[config.mk]
export PLATFORM = sky130hd
export DESIGN_NAME = splash_sequencer
export DESIGN_NICKNAME = d
export VERILOG_FILES = /design/src/splash_pkg.sv /design/src/splash_sequencer.sv
export SDC_FILE = /design/constraint.sdc
export NUM_CORES = 1
export LEC_CHECK = 0
export BUFFER_PORTS_ARGS = -buffer_cell sky130_fd_sc_hd__buf_2
export CORE_AREA = 2 2 39 41
export CTS_CLUSTER_SIZE = 14
export DETAILED_ROUTE_END_ITERATION = 12
export DIE_AREA = 0 0 41 43
export PLACE_DENSITY = 0.43
export SETUP_SLACK_MARGIN = 0.2
export SLEW_MARGIN = 20
export SYNTH_ARGS = -nofsm -noshare
export SYNTH_HDL_FRONTEND = slang
export SYNTH_SLANG_ARGS = --single-unit
[constraint.sdc]
create_clock -name clk -period 1.7 [get_ports clk]
set_clock_uncertainty 0.05 [all_clocks]
set_input_delay 0.34 -clock clk [delete_from_list [all_inputs] [get_ports clk]]
set_output_delay 0.34 -clock clk [all_outputs]
set_load 0.02 [all_outputs]
[src/splash_pkg.sv]
package splash_pkg;

	// Bit 2 red, bit 1 green, bit 0 blue
	typedef logic [2:0] pixel_t;

	localparam pixel_t COL_BLACK = 3'b000;
	localparam pixel_t COL_RED   = 3'b100;
	localparam pixel_t COL_BLUE  = 3'b001;
	localparam pixel_t COL_WHITE = 3'b111;

	typedef enum logic [1:0]
	{
		IMG_TITLE,
		IMG_BLACK,
		IMG_GAMEOVER,
		IMG_RED
	} image_t;

	typedef enum logic [3:0]
	{
		PAINT_TITLE    = 4'd0,
		TITLE          = 4'd1,
		PAINT_BLACK    = 4'd2,
		PLAY           = 4'd3,
		PAINT_GAMEOVER = 4'd4,
		GAMEOVER_WAIT  = 4'd5,
		PAINT_RED      = 4'd6,
		FLASH_WAIT     = 4'd7,
		RESTART_WAIT   = 4'd8
	} seq_state_t;

endpackage

[src/splash_sequencer.sv]
`timescale 1ns/1ps

module splash_sequencer import splash_pkg::*;
(
	input  logic   clk,
	input  logic   rst,
	input  logic   start,
	input  logic   dead,
	input  logic   tick,
	input  logic   paint_ack,
	output logic   paint_req,
	output image_t paint_image,
	output logic   flash_en,
	output logic   go,
	output logic   game_reset,
	output logic   busy
);

	seq_state_t state;
	seq_state_t next_state;
	logic painting;

	always_comb
	begin
		next_state = state;
		case (state)
			PAINT_TITLE:
				if (paint_ack)
					next_state = TITLE;
			TITLE:
				if (start)
					next_state = PAINT_BLACK;
			PAINT_BLACK:
				if (paint_ack)
					next_state = PLAY;
			PLAY:
				if (dead)
					next_state = PAINT_GAMEOVER;
			PAINT_GAMEOVER:
				if (paint_ack)
					next_state = GAMEOVER_WAIT;
			GAMEOVER_WAIT:
			begin
				if (!start)
					next_state = RESTART_WAIT; // Key let go, stop flashing
				else if (tick)
					next_state = PAINT_RED;
			end
			PAINT_RED:
				if (paint_ack)
					next_state = FLASH_WAIT;
			FLASH_WAIT:
			begin
				if (!start)
					next_state = RESTART_WAIT;
				else if (tick)
					next_state = PAINT_GAMEOVER;
			end
			RESTART_WAIT:
				if (start)
					next_state = PAINT_TITLE;
			default:
				next_state = PAINT_TITLE;
		endcase
	end

	always_ff @(posedge clk, negedge rst)
	begin
		if (!rst)
			state <= PAINT_TITLE;
		else
			state <= next_state;
	end

	assign painting = (state == PAINT_TITLE) || (state == PAINT_BLACK) ||
		(state == PAINT_GAMEOVER) || (state == PAINT_RED);

	always_comb
	begin
		case (state)
			PAINT_BLACK: paint_image = IMG_BLACK;
			PAINT_GAMEOVER: paint_image = IMG_GAMEOVER;
			PAINT_RED: paint_image = IMG_RED;
			default: paint_image = IMG_TITLE;
		endcase
	end

	assign paint_req = painting; // Drops the cycle after ack is seen
	assign busy = painting;
	assign flash_en = (state == GAMEOVER_WAIT) || (state == FLASH_WAIT);
	assign go = (state == PLAY);
	assign game_reset = (state == RESTART_WAIT);

	// Request and image hold until the painter answers
	a_req_hold: assert property (@(posedge clk) disable iff (!rst)
		paint_req && !paint_ack |=> paint_req && $stable(paint_image));

endmodule

# Yosys cells after proc, flatten, opt, wreduce, memory -nomap -nowiden
# Index checks and enable logic that the tools add are counted.
# classes
eq_ne	17
n_mux	13
n_reduce_logical	6
# ops
operator	n
4-bit two-way mux	11
4-bit case mux with 9 select lines	1
4-bit by 3-bit == test with 1-bit output (second input constant)	4
2-bit inequality test (second input constant)	7
9-bit AND reduction	1
4-bit by 2-bit == test with 1-bit output (second input constant)	2
3-bit inequality test (second input constant)	2
2-bit case mux with 3 select lines	1
4-bit by 1-bit == test with 1-bit output (second input constant)	1
4-bit == test (second input constant)	1
4-bit zero test	1
1-bit logical OR	4
# totals
regBits	4
input_bits	6
output_inout_bits	7
wordCells	37

# Longest topological paths before layout
# depth
depth_word	4
depth_mapped	5
depth_no_buf	4

# Worst setup path before layout
# Ideal clock, no wire load.
# synth_timing
path_type	register to output
startpoint	register state[0]
endpoint	output port game_reset
path_stages_with_launch	3
arrival_ns	1.382
required_ns	1.310
slack_ns	-0.072
n_path_buf	1
path_cell_list	dfrtp_1 buf_4 nor4b_1
# synth_between
elab_chain_len	1
# synth_lines
element	line	rtl
start, declared	splash_sequencer.sv:19	seq_state_t state;
start signal, assigned	splash_sequencer.sv:72	state <= next_state;
4-bit == test	splash_sequencer.sv:92	assign game_reset = (state == RESTART_WAIT);
end, declared	splash_sequencer.sv:15	output logic game_reset,
# No other way between the ends.

# Worst setup path in the final report
# Ends and elaborated chain as after synthesis.

==> metrics.txt <==
status=finished, final reports clean; hpwl dp=506 um; YS warnings=0; fin nets=70; pre-CTS setup slack=284 ps; clock-pin slew on the worst setup and hold paths=40 ps; post-synth cell types=21; main combinational cell family by area after synthesis=simple AND/OR/NAND/NOR gates; P per Cell Area=1980 mW/mm2; Syn Area/Cell=8.10 um2; PortBufs=12; grt ovf=0; Worst VDD drop=0.476 mV; r2r setup slk=360 ps; CP Data Arrival Time=1150 ps; worst r2r src=state[1]; Slew headroom=0.856; n_diodes=0; #FFs+latches synth=4; xor/xnor share of the synthesized area=0.0270; Worst EP required=1310 ps; post-synth top area cell=dfrtp_1; reg2reg path depth=5; Vias=359; CTS tree=yes; mux contribution to synthesized area=0; RSZ-0062 raised after global routing=yes; share of cells above drive strength 1=0.516; clk sinks=4; worst hold path startpoint=start; Detailed Route Iter0 Violations=5; Synth Area in Adders=0; WHS Path Cells=2; Core Area=0.00138 mm2; Post-Synth Simple-Gate Area=0.402; worst-path fanout max=6; min Tclk post-route=1540 ps; clk_lat worst skew=240 ps; number of flip-flops in the largest register=4; I/O pins=13; worst hold slack=304 ps; Synth Area in Compound Gates=0.178; Final Max Tran Viols=0; Startpoint Class=flop; Fin. Hold Viols=0; global-route wire length before repair=1130 um; Total Power=1.01 mW; worst slew pin tran=215 ps; All-Layer GR Usage=0.0967; drt via density=4.60; Root Buffer=clkbuf_4; DIE WIDTH=41 um; Placement Cell Area=385 um2; total routed wirelength=804 um; # setup viols final=0; final instance area=512 um2; reg2reg end=state[1]; post-synthesis sequential area ratio=0.309; WHS Endpoint=state[3]; final worst slack=162 ps; initial antenna violation count=0; LEAKAGE=0.246 nW; Placer Congestion=0.705; Tightest Hold Check Type=in2reg; clock tree buffer depth=2; post-synth top area share=0.309; Setup TNS Final=0 ps; critical path class=reg2out; via count of the first global-routing pass=277; Final Cycle Share=0.905; synthesized instance count=40; Synth area leaders=dfrtp_1 31%, and3b_1 8.1%, buf_4 6.9%; routed len/inst=10.3 um; pin count of the biggest net entering global routing=14; H-tree levels=1; register bank with the most flops=state; syn nets=46; Num CTS Buffers=3; Netlist Area Pre-Place=324 um2; Antenna Nets Post-Route=0; DRC viols=0; Die Area=0.00176 mm2; Die H=43 um; Worst Setup End Kind=output pin; initial core utilization=0.234; Core Rows=14; max_cap viols=0; Synth-to-Final Area Change=57.9%; largest registers=state: 4 flops; Max Fclk=650 MHz; first-pass iteration count of the detailed router=4
## cell families after synthesis
kind of cell,count (synthesis)
buf+inv,4
xor+xnor,1
compound gates,8
simple gates,23
flops,4
## per-stage QoR
step,cells,util
5_1_grt,78,0.370
6_report,78,0.370
4_1_cts,73,0.333
2_1_floorplan,40,-
3_5_place_dp,64,0.278
3_3_place_gp,64,0.278
## worst max-delay path by stage
stage,endpoint,depth (start not counted),start,slack (ps)
2_1_floorplan,paint_image[0],3,state[0],220
3_3_place_gp,game_reset,2,state[0],300
3_5_place_dp,game_reset,2,state[0],280
4_1_cts,game_reset,2,state[0],110
5_1_grt,game_reset,2,state[0],90
6_report,game_reset,2,state[0],160
## Yosys cell counts
library cell,instances
nor2_1,5
and2_1,2
nor4b_1,1
xor2_1,1
dfrtp_1,4
buf_2,1
nand3b_1,1
o21ai_0,1
nor3b_1,1
nand2_1,4
a31oi_1,2
nor3_1,3
or2b_1,1
a21oi_1,2
buf_4,3
a311oi_1,1
nor2b_1,1
and3b_1,3
nand3_1,1
a211o_1,1
a22oi_2,1
## power by group
group / internal [mW] / switching (mW)
Combinational: 0.334 / 0.318
Clock: 0.0789 / 0.0384
Sequential: 0.150 / 0.0930
## final cells by class
class / count / area, um2
flip-flops and latches: 4 / 105
multi-input cells: 32 / 214
well taps: 16 / 20.0
repair buffers: 23 / 150
clock buffers: 3 / 22.5
fillers: 138 / 872
## per-layer routing
metal | part of all wire | wire (um) | vias to the layer above | global-route usage
met3 | 0.047 | 38 | 2 | 0.0314
met5 | 0 | 0 | - | 0
li1 | - | - | 187 | -
met4 | 0.020 | 16 | 0 | 0.0600
met2 | 0.42 | 340 | 12 | 0.131
met1 | 0.51 | 409 | 158 | 0.127
## placed cells by master (no fill, tap or decap), types with 2 or more instances in the layout
| cell type | n |
|---|---|
| buf_4 | 12 |
| buf_2 | 10 |
| nand2_1 | 4 |
| nor2_1 | 4 |
| dfrtp_2 | 4 |
| nor3_1 | 3 |
| and3b_1 | 3 |
| clkbuf_4 | 3 |
| and2_1 | 2 |
| a31oi_1 | 2 |
| a21oi_1 | 2 |
## critical path: stages, from the launching register on
cell and delay, ps:
dfrtp_2 450, nor4b_4 280, buf_4 180
## what timing repair did
action,in CTS,in global routing
hold buffers,1,0
resized for setup,4,3
setup endpoints to repair,7,5
gates cloned,0,0
hold endpoints to repair,4,0
pin swaps,1,1
setup buffers,5,5
Power figures use the tool's default switching activity.
