File: config.mk
export PLATFORM = sky130hd
export DESIGN_NAME = flash_timer
export DESIGN_NICKNAME = d
export VERILOG_FILES = /design/src/flash_timer.sv
export SDC_FILE = /design/constraint.sdc
export NUM_CORES = 1
export LEC_CHECK = 0
export ABC_AREA = 1
export BUFFER_PORTS_ARGS = -buffer_cell sky130_fd_sc_hd__buf_2
export CAP_MARGIN = 30
export CORE_AREA = 2 2 39 41
export DETAILED_ROUTE_END_ITERATION = 7
export DIE_AREA = 0 0 41 43
export MAX_ROUTING_LAYER = met4
export PLACE_DENSITY = 0.6
export SYNTH_ARGS = -nofsm -noshare
export SYNTH_HDL_FRONTEND = slang
export SYNTH_SLANG_ARGS = --single-unit
File: constraint.sdc
create_clock -name clk -period 2.6 [get_ports clk]
set_input_delay 0.13 -clock clk [delete_from_list [all_inputs] [get_ports clk]]
set_output_delay 0.13 -clock clk [all_outputs]
set_load 0.01 [all_outputs]
File: src/flash_timer.sv
`timescale 1ns/1ps

module flash_timer #(
	parameter int FLASH_PERIOD = 1000
)
(
	input  logic clk,
	input  logic rst,
	input  logic flash_en,
	output logic tick
);

	localparam int CW = (FLASH_PERIOD > 1) ? $clog2(FLASH_PERIOD) : 1;

	logic [CW-1:0] count;

	always_ff @(posedge clk, negedge rst)
	begin
		if (!rst)
		begin
			count <= '0;
			tick <= 1'b0;
		end
		else if (!flash_en)
		begin
			count <= '0; // Restart the period on every enable
			tick <= 1'b0;
		end
		else if (count == CW'(FLASH_PERIOD - 1))
		begin
			count <= '0;
			tick <= 1'b1;
		end
		else
		begin
			count <= count + 1'b1;
			tick <= 1'b0;
		end
	end

endmodule

======== Word-level counts from Yosys, hierarchy flattened ========
Cells that the tools add are included.
cells by class
  add/sub/neg operators ................... 1
  equal/unequal tests ..................... 1
  muxes and demuxes ....................... 4
operators with widths
  operator                 number
  $mux W10                 2
  $add A10 B1 Y10 const B  1
  $eq A10 B10 Y1 const B   1
  $mux W1                  2
storage, ports and cells
  bits in registers ....................... 11
  bits of input ports ..................... 3
  output and inout bits ................... 1
  logic and storage cells ................. 8

======== Longest topological paths before layout ========
Gate-level depths: netlist (run 1).
  depth in word-level cells ............... 3
  mapped depth ............................ 7
  depth with buffers taken out ............ 7

======== Worst setup path before layout (run 1) ========
OpenSTA, ideal clock, no wires.
  kind .................................... register -> register
  start ................................... register count[0]
  end ..................................... register count[5]
  setup time .............................. 0.069 ns
  arrival ................................. 1.085 ns
  data required time ...................... 2.531 ns
  path slack .............................. 1.446 ns
  cell stages (with the launch flop) ...... 7
  buffers on the path ..................... 0
  clock period less this slack ............ 1.154 ns
  cell sequence ........................... dfrtp_1 ha_1 nand2_1 inv_1 nand3_4 nand2_4 nor2_2
on the way
  cells in the longest elaborated chain, start to end .. 3
  elaborated cells between the ends (all ways) .. 4
  those cells by class .................... add/sub (1); eq/ne (1); mux (2)
ends and longest elaborated chain
  element                                            RTL line  text
  start: declaration                                 15        logic [CW-1:0] count;
  start signal: assignment                           36        count <= count + 1'b1;
  $add A10 B1 Y10 or $eq A10 B10 Y1 (tied branches)  36, 29
  $mux W10 *                                         29        else if (count == CW'(FLASH_PERIOD - 1))
  $mux W10 *                                         24        else if (!flash_en)
Every way passes the cells marked *; elsewhere a longest branch is shown, timed or not.

======== Worst setup path in the final report (run 1) ========
  start ................................... register count[0]
  end ..................................... register count[8]
Same word-level chain as after synthesis.

==> impl_metrics.toml, run 1 <==
[synthesis]
syn-cell-area_um2 = 571
post_synth.cell_area_avg_um2 = 9.06
ys_top_cells_by_area = "sky130_fd_sc_hd__dfrtp_1, sky130_fd_sc_hd__nor2_2, sky130_fd_sc_hd__nand3_1, sky130_fd_sc_hd__nor2_1, sky130_fd_sc_hd__nand2_1"
dominantRegCellSynth = "sky130_fd_sc_hd__dfrtp_1"
synthesis.instances = 63
synth.ff_latch_count = 11
synthDistinctLibCells = 16
ffs_w_async_s_r_synth = 1.00
synth_commonest_cells = "sky130_fd_sc_hd__dfrtp_1, sky130_fd_sc_hd__nor2_1, sky130_fd_sc_hd__nand2_1"
synth_enable_flop_cells = 0
synth_largest_type_area_fraction = 0.482
synth.yosys.warnings = 0
syn-num-nets = 67
yosysMostFrequentCell = "sky130_fd_sc_hd__dfrtp_1"
synth.yosys.seq_area_share = 0.482
yosysTopAreaCell = "sky130_fd_sc_hd__dfrtp_1"

[clocking]
cts_repair_resize_count = 0
clock_tree.htree_level_count = 1
postCtsSetupRepairBufs = 0
clockRootBuffer = "sky130_fd_sc_hd__clkbuf_4"
hold_buffer_count_at_cts = 1
clkLatencyLatePin_ps = 270
cts_buffers = 3
cts.sinks = 11
cts_tree = "done"
clkTransAtPathRegs_ps = 70
ctsLongestPathBuffers = 2

[power_and_ir_drop]
share_of_power_burned_in_registers = 0.559
internal_power_uw = 241
power.net_switching_uw = 75.7
power.combinational.fraction = 0.061
static-leakage-power_nw = 0.283
p_total_uw = 317
clock_power_share = 0.381
cellPowerDensity_nw_per_um2 = 494
power.share.switching = 0.239
peakVddDrop_mv = 0.228

[timing]
finalHoldWorstSlack_ps = 154
total_setup_violations_reported_at_the_end_of_the_flow = 0
grt_setup_unrepaired = "false"
timing.slew.headroom = 0.835
final_critical_path_setup_slack_ps = 1340
post-route-period-util = 0.485
finalWorstPathRequiredPeriod_ps = 1260
maxSlewViolCount = 0
fin_worst_skew_ps = 1.49
finalHoldViolations = 0
achievable-frequency_mhz = 793
setup_tns_ps = 0
tightestPinTransition_ps = 248

[critical_path]
critical_path.top_delay_family = "simple AND/OR/NAND/NOR gates"
timing.critical_path.buf_inv = 1
crit_path_start_kind = "flop"
cp.required_ps = 2810
path_max_fanout = 5
setup.worst_path.class = "reg2reg"
critical_path.cell_chain = "ha_1 -> nand2_1 -> inv_1 -> nand3_4 -> nand2_4 -> nor2_2"
worst_path_max_delay_cell = "sky130_fd_sc_hd__dfrtp_1"
cp-end-kind = "flop"
crit_arrival_ps = 1470
crit_path_largest_cell_delay_ps = 410

[grt]
grt_util_met3 = 0.0314
grt_antenna_before_repair = 0
pin_count_of_the_biggest_net_entering_global_routing = 12
grt-busiest-layer = "met2"
groute.layer.met1.usage = 0.208
grtUsageMet2 = 0.213
grt.overflow.total = 0
via_count_of_the_first_global_routing_pass = 419
grt_pass1_wl_um = 1760
globalRouteTotalUtil = 0.161

[die]
die-width_um = 41
initial_utilization = 0.412
ios = 4
floorplan.core_area_um2 = 1380
rows = 14
die-area_um2 = 1760
die_y_um = 43

[final_layout]
stdcell_count = 87
fillers = 128
finish.utilization = 0.464
nNetsFinal = 76
drive_above_1_share = 0.268
syn2layout_area_growth_pct = 12.5
num_antenna_cells = 0
postLayoutCellArea_um2 = 642

[place]
buffer_ports.inserted = 3
gp_congestion = 0.777
placement.setup.worst_slack_ps = 1340
dp_cells = 82
detailed_placement_wirelength_estimate_um = 714
place_area_um2 = 606

[run]
number_of_max_cap_violations = 0

[routing]
routed_wire_length_per_instance_um = 11.3
drcViolationCount = 0
route.final.wire_length_um = 985
dr_total_vias = 405
drt-vias-per-instance = 4.66
drt-pass1-iter-count = 1
drt.antenna.violating_nets = 0
initialDrtViolationCount = 0

[min_path]
hp-class = "in2reg"

[run_status]
outcome = "completed"
[flip-flops by register name, indices dropped and copies added (netlist names)]
| register | cells |
|---|---|
| tick | 1 |
| count | 10 |
[logic make-up (layout without fill, tap and decap cells)]
group | count (synthesis) | in the layout | synth area share
AND/OR/NAND/NOR | 39 | 39 | 0.384
buffers and inverters | 6 | 14 | 0.0395
adder cells (fa/ha/maj) | 1 | 1 | 0.0219
XOR/XNOR | 3 | 3 | 0.0461
flip-flops | 11 | 11 | 0.482
AO/OA/AOI/OAI | 3 | 3 | 0.0263
[final timing paths]
path,cells after the start,endpoint,start,slack [ps]
max in group asynchronous,2,count[9],rst,2150
max,6,count[8],count[0],1340
min in group asynchronous,2,tick,rst,240
max reg2reg,6,count[8],count[0],1340
min reg2reg,1,count[0],count[0],470
min,3,count[7],flash_en,150
[final cells by class]
type / count / area [µm²] / area share
flip-flops and latches: 11 / 275 / 0.429
inverters: 6 / 22.5 / 0.0351
multi-input cells: 46 / 273 / 0.425
repair buffers: 4 / 25.0 / 0.0390
clock buffers: 4 / 26.3 / 0.0409
well taps: 16 / 20.0 / 0.0312
[power groups by stage]
stage                     clock (mW)  sequential [mW]  combinational (mW)
after CTS                      0.127            0.177              0.0199
after global routing           0.138            0.178              0.0220
after detailed placement           0            0.181              0.0186
final                          0.121            0.177              0.0192
after global placement             0            0.181              0.0186
after floorplan                    0            0.180              0.0107
[metal layers]
layer | vias to the layer above | wire length (µm)
met1 | 181 | 462
li1 | 215 | -
met2 | 5 | 477
met5 | - | 0
met4 | 0 | 20
met3 | 4 | 25
[placed cells by master, fill, tap and decap left out, drive strengths merged]
cell type	netlist	layout
dlygate4sd3	0	1
nor3	1	1
nand3b	1	1
dfrtp	11	11
clkbuf	0	4
buf	0	3
nor2	18	18
nand3	8	8
xor2	1	1
inv	6	6
nand2	11	11
xnor2	2	2
a21oi	3	3
ha	1	1
[worst register-to-register path, stage by stage (launching register included)]
cell and delay (ps):
sky130_fd_sc_hd__dfrtp_1 410, sky130_fd_sc_hd__ha_1 230, sky130_fd_sc_hd__nand2_1 150, sky130_fd_sc_hd__inv_1 100, sky130_fd_sc_hd__nand3_4 120, sky130_fd_sc_hd__nand2_4 90, sky130_fd_sc_hd__nor2_2 110
No activity file was read; power rests on OpenSTA's default activity.
==> run 2: changes to the inputs <==
Clock period 2.6 ns to 1.3 ns, I/O delays scaled along.
==> impl_metrics.toml, run 2 (synthesis gave the netlist of run 1 again) <==
[run_status]
outcome = "completed"

[timing]
achievable-frequency_mhz = 844
setup_tns_ps = 0
maxSlewViolCount = 0
fin_worst_skew_ps = 8.80
tightestPinTransition_ps = 242
finalHoldViolations = 0
post-route-period-util = 0.912
finalWorstPathRequiredPeriod_ps = 1190
grt_setup_unrepaired = "false"
timing.slew.headroom = 0.839
total_setup_violations_reported_at_the_end_of_the_flow = 0

[clocking]
clockRootBuffer = "sky130_fd_sc_hd__clkbuf_4"
clkTransAtPathRegs_ps = 70
clock_tree.htree_level_count = 1
cts.sinks = 11
cts_buffers = 3
ctsLongestPathBuffers = 2
postCtsSetupRepairBufs = 0
clkLatencyLatePin_ps = 270
cts_tree = "done"

[power_and_ir_drop]
power.net_switching_uw = 139
cellPowerDensity_nw_per_um2 = 966
power.combinational.fraction = 0.062
clock_power_share = 0.367
internal_power_uw = 483
peakVddDrop_mv = 0.583
power.share.switching = 0.224
p_total_uw = 622
static-leakage-power_nw = 0.284
share_of_power_burned_in_registers = 0.571

[critical_path]
crit_path_start_kind = "flop"
r2r.worst_path.cells = 6
cp-end-kind = "flop"
cp.required_ps = 1490
crit_arrival_ps = 1380
timing.reg2reg.setup_slack_ps = 110
setup.worst_path.class = "reg2reg"
path_max_fanout = 5

[grt]
grt_pass1_wl_um = 1530
pin_count_of_the_biggest_net_entering_global_routing = 12
globalRouteTotalUtil = 0.138
grt_antenna_before_repair = 0
grt.overflow.total = 0
via_count_of_the_first_global_routing_pass = 367

[min_path]
worstHoldPathCells = 3
hp-class = "in2reg"

[final_layout]
nNetsFinal = 76
layout_top_registers = "count (10), tick (1)"
finish.utilization = 0.466
final_cell_mix = "sky130_fd_sc_hd__dfrtp_1, sky130_fd_sc_hd__nor2_1, sky130_fd_sc_hd__nand2_1, sky130_fd_sc_hd__nor2_2, sky130_fd_sc_hd__nand3_1"
largest_reg_flops = 10
layout.cells.most_common = "sky130_fd_sc_hd__dfrtp_1"
syn2layout_area_growth_pct = 12.9
stdcell_count = 87
num_antenna_cells = 0
drive_above_1_share = 0.282
max_flop_register = "count"

[die]
initial_utilization = 0.412
die-area_um2 = 1760
ios = 4
die_y_um = 43
rows = 14
floorplan.core_area_um2 = 1380
die-width_um = 41

[place]
detailed_placement_wirelength_estimate_um = 699
buffer_ports.inserted = 3
gp_congestion = 0.746
dp_cells = 82

[run]
number_of_max_cap_violations = 0

[routing]
drt-vias-per-instance = 4.68
drt.antenna.violating_nets = 0
drcViolationCount = 0
route.final.wire_length_um = 905
drt-pass1-iter-count = 2
initialDrtViolationCount = 2
dr_total_vias = 407
routed_wire_length_per_instance_um = 10.4
run 2: area by class of cell:
cell class / instances / area (µm²)
Fill cell: 137 / 739
Tap cell: 16 / 20.0
Clock buffer: 4 / 26.3
Inverter: 6 / 22.5
Sequential cell: 11 / 275
Multi-Input combinational cell: 46 / 275
Timing Repair Buffer: 4 / 25.0
run 2: worst max-delay path, stage by stage, from the launching register on:
cell,delay [ps]
sky130_fd_sc_hd__dfrtp_1,410
sky130_fd_sc_hd__ha_1,230
sky130_fd_sc_hd__nand2_2,110
sky130_fd_sc_hd__inv_1,80
sky130_fd_sc_hd__nand3_4,110
sky130_fd_sc_hd__nand3_1,90
sky130_fd_sc_hd__nor2_1,90
run 2: what timing repair did:
action                                  4_1_cts  5_1_grt
hold endpoints to repair                     11        0
hold buffers                                  1        0
gates resized for setup                       0        1
endpoints found under the setup margin        0        2
run 2: power by group through the flow:
| stage | combinational [mW] | clock [mW] | sequential [mW] |
|---|---|---|---|
| 3_3_place_gp | 0.0370 | 0 | 0.361 |
| 3_5_place_dp | 0.0369 | 0 | 0.361 |
| 5_1_grt | 0.0451 | 0.260 | 0.356 |
| 2_1_floorplan | 0.0214 | 0 | 0.360 |
| 6_report | 0.0385 | 0.229 | 0.355 |
| 4_1_cts | 0.0395 | 0.237 | 0.355 |
run 2: through the flow:
step | cell area [µm²] | hold WS (ps) | worst slack, ps
floorplan | 571 | -231 | 146
global placement | 606 | -49.1 | 76.4
detailed placement | 606 | -51.9 | 59.4
CTS | 642 | 86.3 | 48.8
global route | 644 | 89.3 | 35.7
finish | 644 | 84.9 | 115
run 2: per-layer routing:
layer | share of wire | track usage
met5 | 0 | -
met4 | 0 | 0.0400
met3 | 0.038 | 0.0942
met2 | 0.48 | 0.184
met1 | 0.48 | 0.164
run 2: path summary, 6_finish.rpt:
check                           end  startpoint
max                        count[9]    count[0]
min                        count[7]    flash_en
max reg2reg                count[9]    count[0]
min reg2reg                count[0]    count[0]
max in group asynchronous  count[0]         rst
min in group asynchronous  count[2]         rst
