`src/splash_pkg.sv`:
```
package splash_pkg;

	// Bit 2 red, bit 1 green, bit 0 blue
	typedef logic [2:0] pixel_t;

	localparam pixel_t COL_BLACK = 3'b000;
	localparam pixel_t COL_RED   = 3'b100;
	localparam pixel_t COL_BLUE  = 3'b001;
	localparam pixel_t COL_WHITE = 3'b111;

	typedef enum logic [1:0]
	{
		IMG_TITLE,
		IMG_BLACK,
		IMG_GAMEOVER,
		IMG_RED
	} image_t;

	typedef enum logic [3:0]
	{
		PAINT_TITLE    = 4'd0,
		TITLE          = 4'd1,
		PAINT_BLACK    = 4'd2,
		PLAY           = 4'd3,
		PAINT_GAMEOVER = 4'd4,
		GAMEOVER_WAIT  = 4'd5,
		PAINT_RED      = 4'd6,
		FLASH_WAIT     = 4'd7,
		RESTART_WAIT   = 4'd8
	} seq_state_t;

endpackage

```
`src/screen_painter.sv`:
```
`timescale 1ns/1ps

module screen_painter import splash_pkg::*; #(
	parameter int SCREEN_W = 160,
	parameter int SCREEN_H = 120
)
(
	input  logic clk,
	input  logic rst,
	input  logic paint_req,
	input  image_t paint_image,
	output logic paint_ack,
	output logic wr_en,
	output logic [$clog2(SCREEN_W*SCREEN_H)-1:0] wr_addr,
	output pixel_t wr_pixel
);

	localparam int NPIX = SCREEN_W * SCREEN_H;
	localparam int AW = $clog2(NPIX);
	localparam int XW = $clog2(SCREEN_W);
	localparam int YW = $clog2(SCREEN_H);

	typedef enum logic [1:0] {P_IDLE, P_PAINT, P_DONE} paint_state_t;

	paint_state_t state;
	image_t image;
	logic [AW-1:0] addr;
	logic [XW-1:0] x;
	logic [YW-1:0] y;
	logic [XW-1:0] x_tile;
	logic [YW-1:0] y_tile;
	logic last;
	pixel_t colour;

	assign last = (addr == AW'(NPIX - 1));
	assign x_tile = x >> 3; // 8x8 checker tiles
	assign y_tile = y >> 3;

	always_comb
	begin
		case (image)
			IMG_TITLE: colour = (x_tile[0] ^ y_tile[0]) ? COL_WHITE : COL_BLUE;
			IMG_GAMEOVER: colour = y[2] ? COL_BLACK : COL_RED; // Stripes 4 rows high
			IMG_RED: colour = COL_RED;
			default: colour = COL_BLACK;
		endcase
	end

	always_ff @(posedge clk, negedge rst)
	begin
		if (!rst)
		begin
			state <= P_IDLE;
			addr <= '0;
			x <= '0;
			y <= '0;
			wr_en <= 1'b0;
			paint_ack <= 1'b0;
		end
		else
		begin
			wr_en <= (state == P_PAINT); // Output stage is one cycle behind the walk
			paint_ack <= (state == P_DONE) && paint_req;
			case (state)
				P_IDLE:
					if (paint_req)
					begin
						state <= P_PAINT;
						addr <= '0;
						x <= '0;
						y <= '0;
					end
				P_PAINT:
				begin
					addr <= addr + 1'b1;
					if (x == XW'(SCREEN_W - 1))
					begin
						x <= '0;
						y <= y + 1'b1;
					end
					else
						x <= x + 1'b1;
					if (last)
						state <= P_DONE;
				end
				P_DONE:
					if (!paint_req)
						state <= P_IDLE;
				default:
					state <= P_IDLE;
			endcase
		end
	end

	always_ff @(posedge clk)
	begin
		if (state == P_IDLE && paint_req)
			image <= paint_image; // Held for the whole paint
		wr_addr <= addr;
		wr_pixel <= colour;
	end

	a_ack_after_req: assert property (@(posedge clk) disable iff (!rst)
		paint_ack |-> $past(paint_req));

	a_no_write_on_ack: assert property (@(posedge clk) disable iff (!rst)
		!(wr_en && paint_ack));

endmodule

```
`config.mk`:
```
export PLATFORM = sky130hd
export DESIGN_NAME = screen_painter
export DESIGN_NICKNAME = d
export VERILOG_FILES = /design/src/splash_pkg.sv /design/src/screen_painter.sv
export SDC_FILE = /design/constraint.sdc
export NUM_CORES = 1
export LEC_CHECK = 0
export BUFFER_PORTS_ARGS = -buffer_cell sky130_fd_sc_hd__buf_2
export CELL_PAD_IN_SITES_DETAIL_PLACEMENT = 1
export CELL_PAD_IN_SITES_GLOBAL_PLACEMENT = 2
export CORE_ASPECT_RATIO = 2
export CORE_MARGIN = 8
export CORE_UTILIZATION = 36
export CTS_BUF_LIST = sky130_fd_sc_hd__clkbuf_16
export DETAILED_ROUTE_END_ITERATION = 16
export PLACE_DENSITY_LB_ADDON = 0.1
export SLEW_MARGIN = 10
export SYNTH_ARGS = -nofsm -noshare
export SYNTH_HDL_FRONTEND = slang
export SYNTH_SLANG_ARGS = --single-unit
```
`constraint.sdc`:
```
create_clock -name clk -period 1.8 [get_ports clk]
set_input_delay 0.36 -clock clk [delete_from_list [all_inputs] [get_ports clk]]
set_output_delay 0.36 -clock clk [all_outputs]
set_load 0.01 [all_outputs]
```
=== Word level (Yosys, flattened, before mapping) ===
Cells that the tools add are included.

* Flip-flop bits (word level): 54
* Bits of input ports: 5
* Word-level logic and storage cells: 46

* $add $sub $neg: 3
* Equal/unequal tests: 10
* Multiplexer cells: 15
* Bitwise gates (word level): 1
* Reduce and logical (&&, ||, !) cells: 8

{| class="wikitable"
|+ Operators by type and width
! cell !! number
|-
| 15-bit case mux with 2 select lines || 1
|-
| 8-bit two-way mux || 2
|-
| 8-bit case mux with 2 select lines || 1
|-
| 15-bit by 1-bit adder with 15-bit output, second input constant || 1
|-
| 15-bit equality test, second input constant || 1
|-
| 15-bit two-way mux || 1
|-
| 7-bit two-way mux || 2
|-
| 7-bit case mux with 2 select lines || 1
|-
| 3-bit case mux with 3 select lines || 1
|-
| 8-bit by 1-bit adder with 8-bit output, second input constant || 1
|-
| 8-bit equality test, second input constant || 1
|-
| 7-bit by 1-bit adder with 7-bit output, second input constant || 1
|-
| 2-bit equality test, second input constant || 3
|-
| 2-bit two-way mux || 3
|-
| 3-bit two-way mux || 2
|-
| 2-bit != test, second input constant || 3
|-
| 2-bit case mux with 3 select lines || 1
|-
| 3-bit AND reduction || 2
|-
| 2-bit zero test || 2
|-
| 2-bit by 1-bit equality test with 1-bit output, second input constant || 1
|-
| 1-bit logical AND || 2
|-
| 2-bit by 1-bit != test with 1-bit output, second input constant || 1
|-
| 2-bit AND reduction || 1
|-
| 2-bit nonzero test || 1
|-
| 1-bit bitwise XOR || 1
|}

=== Logic depth before layout (Yosys ltp) ===
Gate-level depths: netlist (run 1).

* Word-level depth: 3
* Depth in mapped cells: 7
* Gate-level depth less buffers: 5

=== Worst setup path after synthesis (run 1) ===
Ideal clock, no wire load.

* Path kind: register -> register
* Start point: register state[0]
* End point: register addr[8]
* Setup time: 0.118 ns
* Arrival time: 1.301 ns
* Data required time: 1.682 ns
* Slack: 0.381 ns
* Stages on the path, launching flop included: 7
* Path buffers: 1
* Cell sequence: dfrtp_1 or3b_1 buf_4 clkinv_4 nor2_4 o21bai_1 a21o_1

* Word-level cells in the longest chain between the ends: 3
* Elaborated cells on any way between the ends: 6
* Those cells by class: eq/ne: 2; mux: 1; reduce/logical: 3

{| class="wikitable"
|+ Ends and longest elaborated chain
! what !! line !! text
|-
| start: declaration || screen_painter.sv:25 || <nowiki>paint_state_t state;</nowiki>
|-
| start signal: assignment || screen_painter.sv:53 || <nowiki>state <= P_IDLE;</nowiki>
|-
| start signal: assignment || screen_painter.sv:68 || <nowiki>state <= P_PAINT;</nowiki>
|-
| start signal: assignment || screen_painter.sv:84 || <nowiki>state <= P_DONE;</nowiki>
|-
| 2-bit by 1-bit equality test with 1-bit output / 2-bit zero test (equally long branches) || screen_painter.sv:64 || <nowiki>case (state)</nowiki>
|-
| 2-bit nonzero test (no line) / 2-bit != test (equally long branches) || n/a ||
|-
| 2-bit AND reduction (no line) || n/a ||
|-
| end signal: assignment || screen_painter.sv:75 || <nowiki>addr <= addr + 1'b1;</nowiki>
|-
| end: declaration || screen_painter.sv:27 || <nowiki>logic [AW-1:0] addr;</nowiki>
|}

Parallel ways exist; a longest one is shown, timed or not.
A chain may end at the register's enable or synchronous reset.

=== Final worst setup path (run 1) ===
* Start point: register addr[0]
* End point: register addr[14]

* Word-level cells in the longest chain between the ends: 2

{| class="wikitable"
|+ Ends and longest elaborated chain
! what !! line
|-
| 15-bit by 1-bit adder with 15-bit output || screen_painter.sv:75
|-
| 15-bit case mux with 2 select lines || screen_painter.sv:64
|}

No other way between the ends.

==> results of run 1 <==
==> worst paths after layout <==
| kind | startpoint | to | slack, ns | cells past startpoint |
|---|---|---|---|---|
| worst max-delay path | addr[0] | addr[14] | 0.18 | 5 |
| worst min-delay path | rst | addr[9] | 0.13 | 1 |
| worst max register to register | addr[0] | addr[14] | 0.18 | 5 |
| worst min register to register | addr[1] | wr_addr[1] | 0.42 | 0 |
| max in group asynchronous | rst | y[2] | 1.17 | 1 |
| min in group clk | paint_image[0] | image[0] | 0.25 | 1 |
==> metal layers <==
layer,track usage,up-vias,wire length [um]
met5,0,-,0
met4,0.05419,0,89
met3,0.02313,7,169
met2,0.2188,22,2474
met1,0.1366,751,1910
li1,-,728,-
==> power groups by stage <==
stage | logic [mW] | registers [mW] | clock network (mW)
finish | 0.545 | 1.63 | 0.908
global placement | 0.543 | 1.63 | 0
global route | 0.629 | 1.67 | 0.967
detailed placement | 0.563 | 1.65 | 0
CTS | 0.564 | 1.63 | 0.931
floorplan | 0.342 | 1.61 | 0
==> sequential cells by signal (all words and copies together) (netlist names) <==
register,cells
x,8
paint_ack,1
state,2
y,4
image,2
wr_pixel,3
addr,15
wr_en,1
wr_addr,15
==> synthesized netlist by cell type (3+ instances only) <==
cell,count
o21ai_0,13
o21ai_1,5
a21o_1,3
and3_1,3
nand3_1,18
nand4_1,10
dfrtp_1,31
nand2_1,23
and4_1,4
dfxtp_1,18
nor3_1,4
nor2_1,4
ha_1,3
a21oi_1,5
mux2i_1,5
==> cells by family after synthesis <==
logic type	count (synthesis)
xor gates and xnor gates	1
buffers and inverters	9
adders and majority gates	3
DFF	51
and+or+nand+nor	80
muxes	5
AOI/OAI and AO/OA	35
==> critical path, delay by kind of cell (launching register included) <==
family	cells	cell delay, ns
adders and majority gates	1	0.23
and+or+nand+nor	3	0.68
muxes	1	0.23
DFF	1	0.40
==> layout make-up <==
| class | count | area share |
|---|---|---|
| Sequential cell | 51 | 0.5151 |
| Inverter | 3 | 0.007004 |
| Tap cell | 60 | 0.03233 |
| Clock inverter | 3 | 0.007004 |
| Timing Repair Buffer | 28 | 0.06466 |
| Multi-Input combinational cell | 124 | 0.3200 |
| Clock buffer | 5 | 0.05388 |
==> cells in the final DEF, fill, tap and decap left out, drive strengths merged, types with 2 or more instances in the layout <==
cell / count
a21oi: 5
mux2i: 5
o31ai: 2
and4: 4
nor4: 2
ha: 3
nor2: 5
inv: 3
clkbuf: 5
clkinv: 3
dfxtp: 18
a21o: 3
nand3: 18
dfrtp: 31
edfxtp: 2
nand2: 23
and3: 3
nor3: 5
o21ai: 18
nand4: 11
buf: 28
or3b: 2
o211ai: 2
nand2b: 2
o21bai: 2
==> flow_metrics.env, run 1 <==
export IMPL_outcome="finished clean"
export IMPL_h_tree_depth=2
export IMPL_grt_overflow=0
export IMPL_finalCritPeriodShare=0.9017
export IMPL_drtIter0Drc=27
export IMPL_holdBufCountCts=0
export IMPL_grt_first_pass_wirelength_um=7955
export IMPL_endpoint_kind="flip-flop"
export IMPL_core_um2=5373
export IMPL_syn_area_um2=1988
export IMPL_synth_xor_area_frac=0.004405
export IMPL_synth_edf_count=2
export IMPL_fmax_ghz=0.6161
export IMPL_die_h_um=121.1
export IMPL_synth_net_count=192
export IMPL_ys_seq_elements=51
export IMPL_cts_tree="built"
export IMPL_fin_nets=221
export IMPL_netlist_cell_type_count=40
export IMPL_rows=38
export IMPL_slowest_delay_ns=0.40
export IMPL_power_density_nw_per_um2=1325
export IMPL_synth_top_family_by_area="simple AND/OR/NAND/NOR gates"
export IMPL_cts_root_buf="clkbuf_16"
export IMPL_vias=1508
export IMPL_synth_top_cell_area_share=0.3902
export IMPL_syn_to_final_growth_pct=16.80
export IMPL_die_width_um=68.55
export IMPL_switching_share=0.3125
export IMPL_finalHoldViolCount=0
export IMPL_synth_area_leaders="dfrtp_1, dfxtp_1, nand3_1, nand2_1, o21ai_0"
export IMPL_avgSynthCellArea_um2=10.81
export IMPL_peakVddDrop_uv=829.2
export IMPL_ys_seq_area_frac=0.6016
export IMPL_synthMuxAreaShare=0.02517
export IMPL_grt_start_max_net_pins=32
export IMPL_setup_viol=0
export IMPL_drt_vias_per_instance=5.504
export IMPL_cts_resized=0
export IMPL_numPlacedInstances=266
export IMPL_seq_power_share=0.528
export IMPL_required_ns=2.01
export IMPL_drive_gt1_frac=0.1822
export IMPL_finalPower_mw=3.078
export IMPL_detail_route_antenna_nets=0
export IMPL_switching_power_mw=0.9618
export IMPL_leakage_nw=1.027
export IMPL_post_cts_buffers=0
export IMPL_path_max_fanout=5
export IMPL_worst_path_max_delay_cell="dfrtp_1"
export IMPL_io_buffers=24
export IMPL_rsz0062_at_grt="no"
export IMPL_worst_slack_ns=0.1769
export IMPL_async_flop_share=0.6078
export IMPL_ff_latch_area_um2=1196
export IMPL_maxSlewHeadroom=0.4985
export IMPL_remaining_drc_errors=0
export IMPL_multi_input_area_um2=743.2
export IMPL_hold_path_class="in -> async"
export IMPL_clk_pin_slew_ns=0.07
export IMPL_fill_cells=611
export IMPL_cts_made_buffers=5
export IMPL_min_period_ns=1.623
export IMPL_tightest_slew_ns=0.7522
export IMPL_syn_inst=184
export IMPL_antenna_cells=0
export IMPL_drt_wl_total_um=4643
export IMPL_slew_violations=0
export IMPL_boundaryPins=25
export IMPL_pre_cts_slack_ns=0.1560
export IMPL_die_area_um2=8301
export IMPL_p_int_mw=2.116
export IMPL_ys_flop_type="dfrtp_1"
export IMPL_initial_utilization=0.3701
export IMPL_antenna_found_initial=0
export IMPL_fin_skew_ns=0.006738
export IMPL_place_area_um2=2181
export IMPL_place_hpwl_um=3361
export IMPL_finalNonFillerCells=274
export IMPL_wl_per_cell_um=16.95
export IMPL_synth_top_cell_by_area="dfrtp_1"
export IMPL_synth_simple_area_share=0.2228
export IMPL_synth_compound_area_frac=0.1026
export IMPL_grt_pass1_vias=1619
export IMPL_path_cells="ha_1 > and4_1 > nand3_1 > nor3_1 > mux2i_1"
export IMPL_clk_latency_ns=0.29
export IMPL_synthAdderAreaFrac=0.01888
export IMPL_combPwrFrac=0.177
export IMPL_clockPowerShare=0.295
export IMPL_grt_usage=0.1246
export IMPL_clockBufferDepth=2
export IMPL_cp_arrival_ns=1.83
export IMPL_path_class="reg -> reg"
export IMPL_drv_cap=0
export IMPL_whs_ns=0.1339
export IMPL_clock_sinks=51
export IMPL_fin_tns_setup_ns=0
export IMPL_routabilityCongestion=0.8269
export IMPL_final_util=0.4322
export IMPL_start_kind="flip-flop"
export IMPL_stdcell_area_um2=2322
export IMPL_firstDrtPassIters=4
export IMPL_yosys_warnings=0
No activity file was read; power rests on OpenSTA's default activity.
==> run 2, diff against run 1 <==
--- a/config.mk
+++ b/config.mk
@@ -10,8 +10,8 @@
 export CELL_PAD_IN_SITES_GLOBAL_PLACEMENT = 2
 export CORE_ASPECT_RATIO = 2
 export CORE_MARGIN = 8
-export CORE_UTILIZATION = 36
-export CTS_BUF_LIST = sky130_fd_sc_hd__clkbuf_16
+export CORE_UTILIZATION = 38
+export CTS_BUF_LIST = sky130_fd_sc_hd__clkbuf_4
 export DETAILED_ROUTE_END_ITERATION = 16
 export PLACE_DENSITY_LB_ADDON = 0.1
 export SLEW_MARGIN = 10
==> flow_metrics.env, run 2 (synthesis gave the netlist of run 1 again) <==
export IMPL_place_area_um2=2178
export IMPL_power_density_nw_per_um2=1199
export IMPL_wl_per_cell_um=17.13
export IMPL_cp_arrival_ns=1.91
export IMPL_rsz0062_at_grt="no"
export IMPL_die_width_um=67.15
export IMPL_stdcell_area_um2=2231
export IMPL_cts_root_buf="clkbuf_4"
export IMPL_fin_nets=221
export IMPL_path_max_fanout=5
export IMPL_grt_first_pass_wirelength_um=8059
export IMPL_worst_path_max_delay_cell="dfrtp_1"
export IMPL_rows=37
export IMPL_cts_resized=0
export IMPL_boundaryPins=25
export IMPL_firstDrtPassIters=4
export IMPL_fin_tns_setup_ns=0
export IMPL_tightest_slew_ns=0.7203
export IMPL_core_um2=5092
export IMPL_routabilityCongestion=0.7804
export IMPL_drt_vias_per_instance=5.607
export IMPL_grt_pass1_vias=1663
export IMPL_drtIter0Drc=43
export IMPL_reg_largest_list="addr: 15 flops, wr_addr: 15 flops, x: 8 flops"
export IMPL_grt_usage=0.1297
export IMPL_finalCritPeriodShare=0.8994
export IMPL_grt_start_max_net_pins=32
export IMPL_path_buf_inv=0
export IMPL_slew_violations=0
export IMPL_grt_overflow=0
export IMPL_leakage_nw=0.9804
export IMPL_io_buffers=24
export IMPL_die_h_um=118.3
export IMPL_clockBufferDepth=2
export IMPL_clock_sinks=51
export IMPL_numPlacedInstances=264
export IMPL_clk_pin_slew_ns=0.14
export IMPL_drv_cap=0
export IMPL_clk_latency_ns=0.37
export IMPL_fmax_ghz=0.6177
export IMPL_fin_skew_ns=0.01124
export IMPL_post_cts_buffers=0
export IMPL_cts_made_buffers=5
export IMPL_peakVddDrop_uv=662.6
export IMPL_slowest_delay_ns=0.43
export IMPL_hold_path_class="in -> async"
export IMPL_die_area_um2=7943
export IMPL_path_cells="ha_1 > and4_1 > nand3_1 > nor3_1 > mux2i_1"
export IMPL_drive_gt1_frac=0.1822
export IMPL_layout_common_cells="dfrtp_1, buf_2, nand2_1, nand3_1, dfxtp_1"
export IMPL_endpoint_kind="flip-flop"
export IMPL_h_tree_depth=2
export IMPL_finalNonFillerCells=272
export IMPL_start_kind="flip-flop"
export IMPL_antenna_cells=0
export IMPL_min_period_ns=1.619
export IMPL_initial_utilization=0.3904
export IMPL_detail_route_antenna_nets=0
export IMPL_cts_tree="built"
export IMPL_finalHoldViolCount=0
export IMPL_vias=1525
export IMPL_remaining_drc_errors=0
export IMPL_final_common_cell="dfrtp_1"
export IMPL_syn_to_final_growth_pct=12.21
export IMPL_setup_viol=0
export IMPL_drt_wl_total_um=4660
export IMPL_required_ns=2.10
export IMPL_maxSlewHeadroom=0.5198
export IMPL_path_delay_family="simple AND/OR/NAND/NOR gates"
export IMPL_fill_cells=578
export IMPL_antenna_found_initial=0
export IMPL_outcome="finished clean"
export IMPL_place_hpwl_um=3372
export IMPL_whs_ns=0.02104
export IMPL_holdBufCountCts=0
export IMPL_path_class="reg -> reg"
## run 2: per-layer routing
metal,GRT usage,part of all wire,vias up
met3,0.03595,0.043,7
met2,0.2197,0.52,25
met1,0.1439,0.42,765
li1,-,-,728
met5,0,0,-
met4,0.05534,0.022,0
## run 2: power breakdown
group,switching [mW],internal (mW)
clock,0.356,0.144
combinational,0.318,0.226
sequential,0.252,1.38
total,0.926,1.75
## run 2: worst paths after layout
path	end	slack [ns]	cells after the start	startpoint
setup / recovery	addr[14]	0.18	5	addr[0]
hold / removal	addr[10]	0.02	1	rst
setup reg to reg	addr[14]	0.18	5	addr[0]
hold reg to reg	wr_addr[1]	0.44	0	addr[1]
max in group asynchronous	y[2]	1.31	1	rst
min in group clk	image[0]	0.16	1	paint_image[0]
## run 2: final cells by class
class,instances,area (um^2),share of cell area
Sequential cell,51,1196,0.5362
Multi-Input combinational cell,124,743.2,0.3331
Timing Repair Buffer,28,150.1,0.06730
Tap cell,58,72.57,0.03253
Clock buffer,5,37.54,0.01683
Inverter,3,16.27,0.007291
Clock inverter,3,15.01,0.006730
## run 2: metrics by stage
| stage | utilization | worst slack [ns] | total power [mW] |
|---|---|---|---|
| detailed placement | 0.4278 | 0.1754 | 2.213 |
| finish | 0.4381 | 0.1811 | 2.675 |
| global route | 0.4381 | 0.02589 | 2.859 |
| CTS | 0.4381 | 0.1280 | 2.726 |
| floorplan | - | 0.3808 | 1.949 |
| global placement | 0.4278 | 0.2129 | 2.182 |
## run 2: worst reg2reg max path, stage by stage (launching register included)
cell and delay, ns:
dfrtp_1 0.43, ha_1 0.23, and4_1 0.33, nand3_1 0.11
nor3_1 0.23, mux2i_1 0.22
==> run 3, diff against run 2 <==
--- a/config.mk
+++ b/config.mk
@@ -10,7 +10,7 @@
 export CELL_PAD_IN_SITES_GLOBAL_PLACEMENT = 2
 export CORE_ASPECT_RATIO = 2
 export CORE_MARGIN = 8
-export CORE_UTILIZATION = 38
+export CORE_UTILIZATION = 30
 export CTS_BUF_LIST = sky130_fd_sc_hd__clkbuf_4
 export DETAILED_ROUTE_END_ITERATION = 16
 export PLACE_DENSITY_LB_ADDON = 0.1
==> flow_metrics.env, run 3 (synthesis gave the netlist of run 1 again) <==
export IMPL_whs_ns=0.1519
export IMPL_die_h_um=131.1
export IMPL_clockBufferDepth=2
export IMPL_start_kind="flip-flop"
export IMPL_path_buf_inv=0
export IMPL_numPlacedInstances=296
export IMPL_final_common_cell="dfrtp_1"
export IMPL_setup_worst_path_start="addr[0]"
export IMPL_peakVddDrop_uv=453.6
export IMPL_rsz0062_at_grt="no"
export IMPL_path_class="reg -> reg"
export IMPL_clk_latency_ns=0.37
export IMPL_path_delay_family="simple AND/OR/NAND/NOR gates"
export IMPL_wl_met2_um=2389
export IMPL_reg2reg_depth=5
export IMPL_fin_skew_ns=0.009128
export IMPL_stdcell_area_um2=2298
export IMPL_fmax_ghz=0.6177
export IMPL_slowest_delay_ns=0.44
export IMPL_cp_arrival_ns=1.93
export IMPL_clock_sinks=51
export IMPL_syn_to_final_growth_pct=15.61
export IMPL_reg_largest_list="addr: 15 flops, wr_addr: 15 flops, x: 8 flops"
export IMPL_cp_endpoint="addr[14]"
export IMPL_reg2reg_from="addr[0]"
export IMPL_path_cells="ha_1 > and4_1 > nand3_1 > nor3_1 > mux2i_1"
export IMPL_die_width_um=73.57
export IMPL_final_util=0.3527
export IMPL_drt_vias_per_instance=4.938
export IMPL_finalNonFillerCells=305
export IMPL_antenna_cells=0
export IMPL_grt_first_pass_wirelength_um=7969
export IMPL_post_cts_buffers=0
export IMPL_worst_path_max_delay_cell="dfrtp_1"
export IMPL_setup_viol=0
export IMPL_path_max_fanout=5
export IMPL_finalHoldViolCount=0
export IMPL_hold_path_class="in -> reg"
export IMPL_rows=42
export IMPL_grt_pass1_vias=1605
export IMPL_finalPower_mw=2.690
export IMPL_firstDrtPassIters=4
export IMPL_min_period_ns=1.619
export IMPL_h_tree_depth=2
export IMPL_place_hpwl_um=3279
export IMPL_initial_utilization=0.3051
export IMPL_slew_violations=0
export IMPL_core_um2=6516
export IMPL_required_ns=2.11
export IMPL_leakage_nw=0.9971
export IMPL_io_buffers=24
export IMPL_wl_per_cell_um=15.24
export IMPL_endpoint_kind="flip-flop"
export IMPL_detail_route_antenna_nets=0
export IMPL_fin_tns_setup_ns=0
export IMPL_cts_tree="built"
export IMPL_r2r_end="addr[14]"
export IMPL_routabilityCongestion=0.7392
export IMPL_clk_pin_slew_ns=0.15
export IMPL_drtIter0Drc=31
export IMPL_vias=1506
export IMPL_drive_gt1_frac=0.1935
export IMPL_met1_length_um=2017
export IMPL_drt_wl_total_um=4648
export IMPL_remaining_drc_errors=0
export IMPL_cts_made_buffers=5
export IMPL_drv_cap=0
export IMPL_grt_start_max_net_pins=32
export IMPL_grt_usage=0.1057
export IMPL_wl_met3_um=137
export IMPL_layout_common_cells="dfrtp_1, buf_2, nand2_1, nand3_1, dfxtp_1"
export IMPL_top_layer_used="met4"
export IMPL_outcome="finished clean"
export IMPL_power_density_nw_per_um2=1170
export IMPL_maxSlewHeadroom=0.7210
export IMPL_cp_num_cells=5
export IMPL_boundaryPins=25
export IMPL_cts_root_buf="clkbuf_4"
export IMPL_grt_overflow=0
export IMPL_antenna_found_initial=0
export IMPL_die_area_um2=9646
export IMPL_worst_slack_ns=0.1812
export IMPL_pre_cts_slack_ns=0.2205
export IMPL_fin_nets=224
export IMPL_place_area_um2=2231
export IMPL_finalCritPeriodShare=0.8993
export IMPL_tightest_slew_ns=0.4185
export IMPL_ff2ff_setup_slack_ns=0.18
run 3: worst min-delay path by stage:
stage / start / endpoint / cells past startpoint
3_5_place_dp: rst / addr[11] / 2
3_3_place_gp: addr[1] / wr_addr[1] / 0
5_1_grt: paint_image[0] / image[0] / 1
6_report: paint_image[1] / image[1] / 1
2_1_floorplan: rst / addr[0] / 0
4_1_cts: paint_image[1] / image[1] / 1
run 3: timing repair:
action	in CTS	in global routing
gates resized for setup	0	0
hold buffers	1	0
hold endpoints to repair	31	0
run 3: final cells by class:
cell class                      count  area [um^2]
Clock buffer                        5        37.54
Fill cell                         773         4218
Clock inverter                      3        20.02
Multi-Input combinational cell    124        743.2
Inverter                            3        16.27
Timing Repair Buffer               31        175.2
Sequential cell                    51         1196
Tap cell                           88        110.1
run 3: where the power goes:
group | internal [mW] | switching [mW]
Clock | 0.151 | 0.367
Sequential | 1.38 | 0.225
Combinational | 0.237 | 0.331
run 3: worst register-to-register path, cell delays in order (launching register included):
cell,delay [ns]
dfrtp_1,0.44
ha_1,0.24
and4_1,0.33
nand3_1,0.10
nor3_1,0.23
mux2i_1,0.22
run 3: layer usage:
metal,vias up,global-route usage
li1,733,-
met3,6,0.02439
met1,750,0.1216
met4,0,0.05381
met5,-,0
met2,17,0.1737
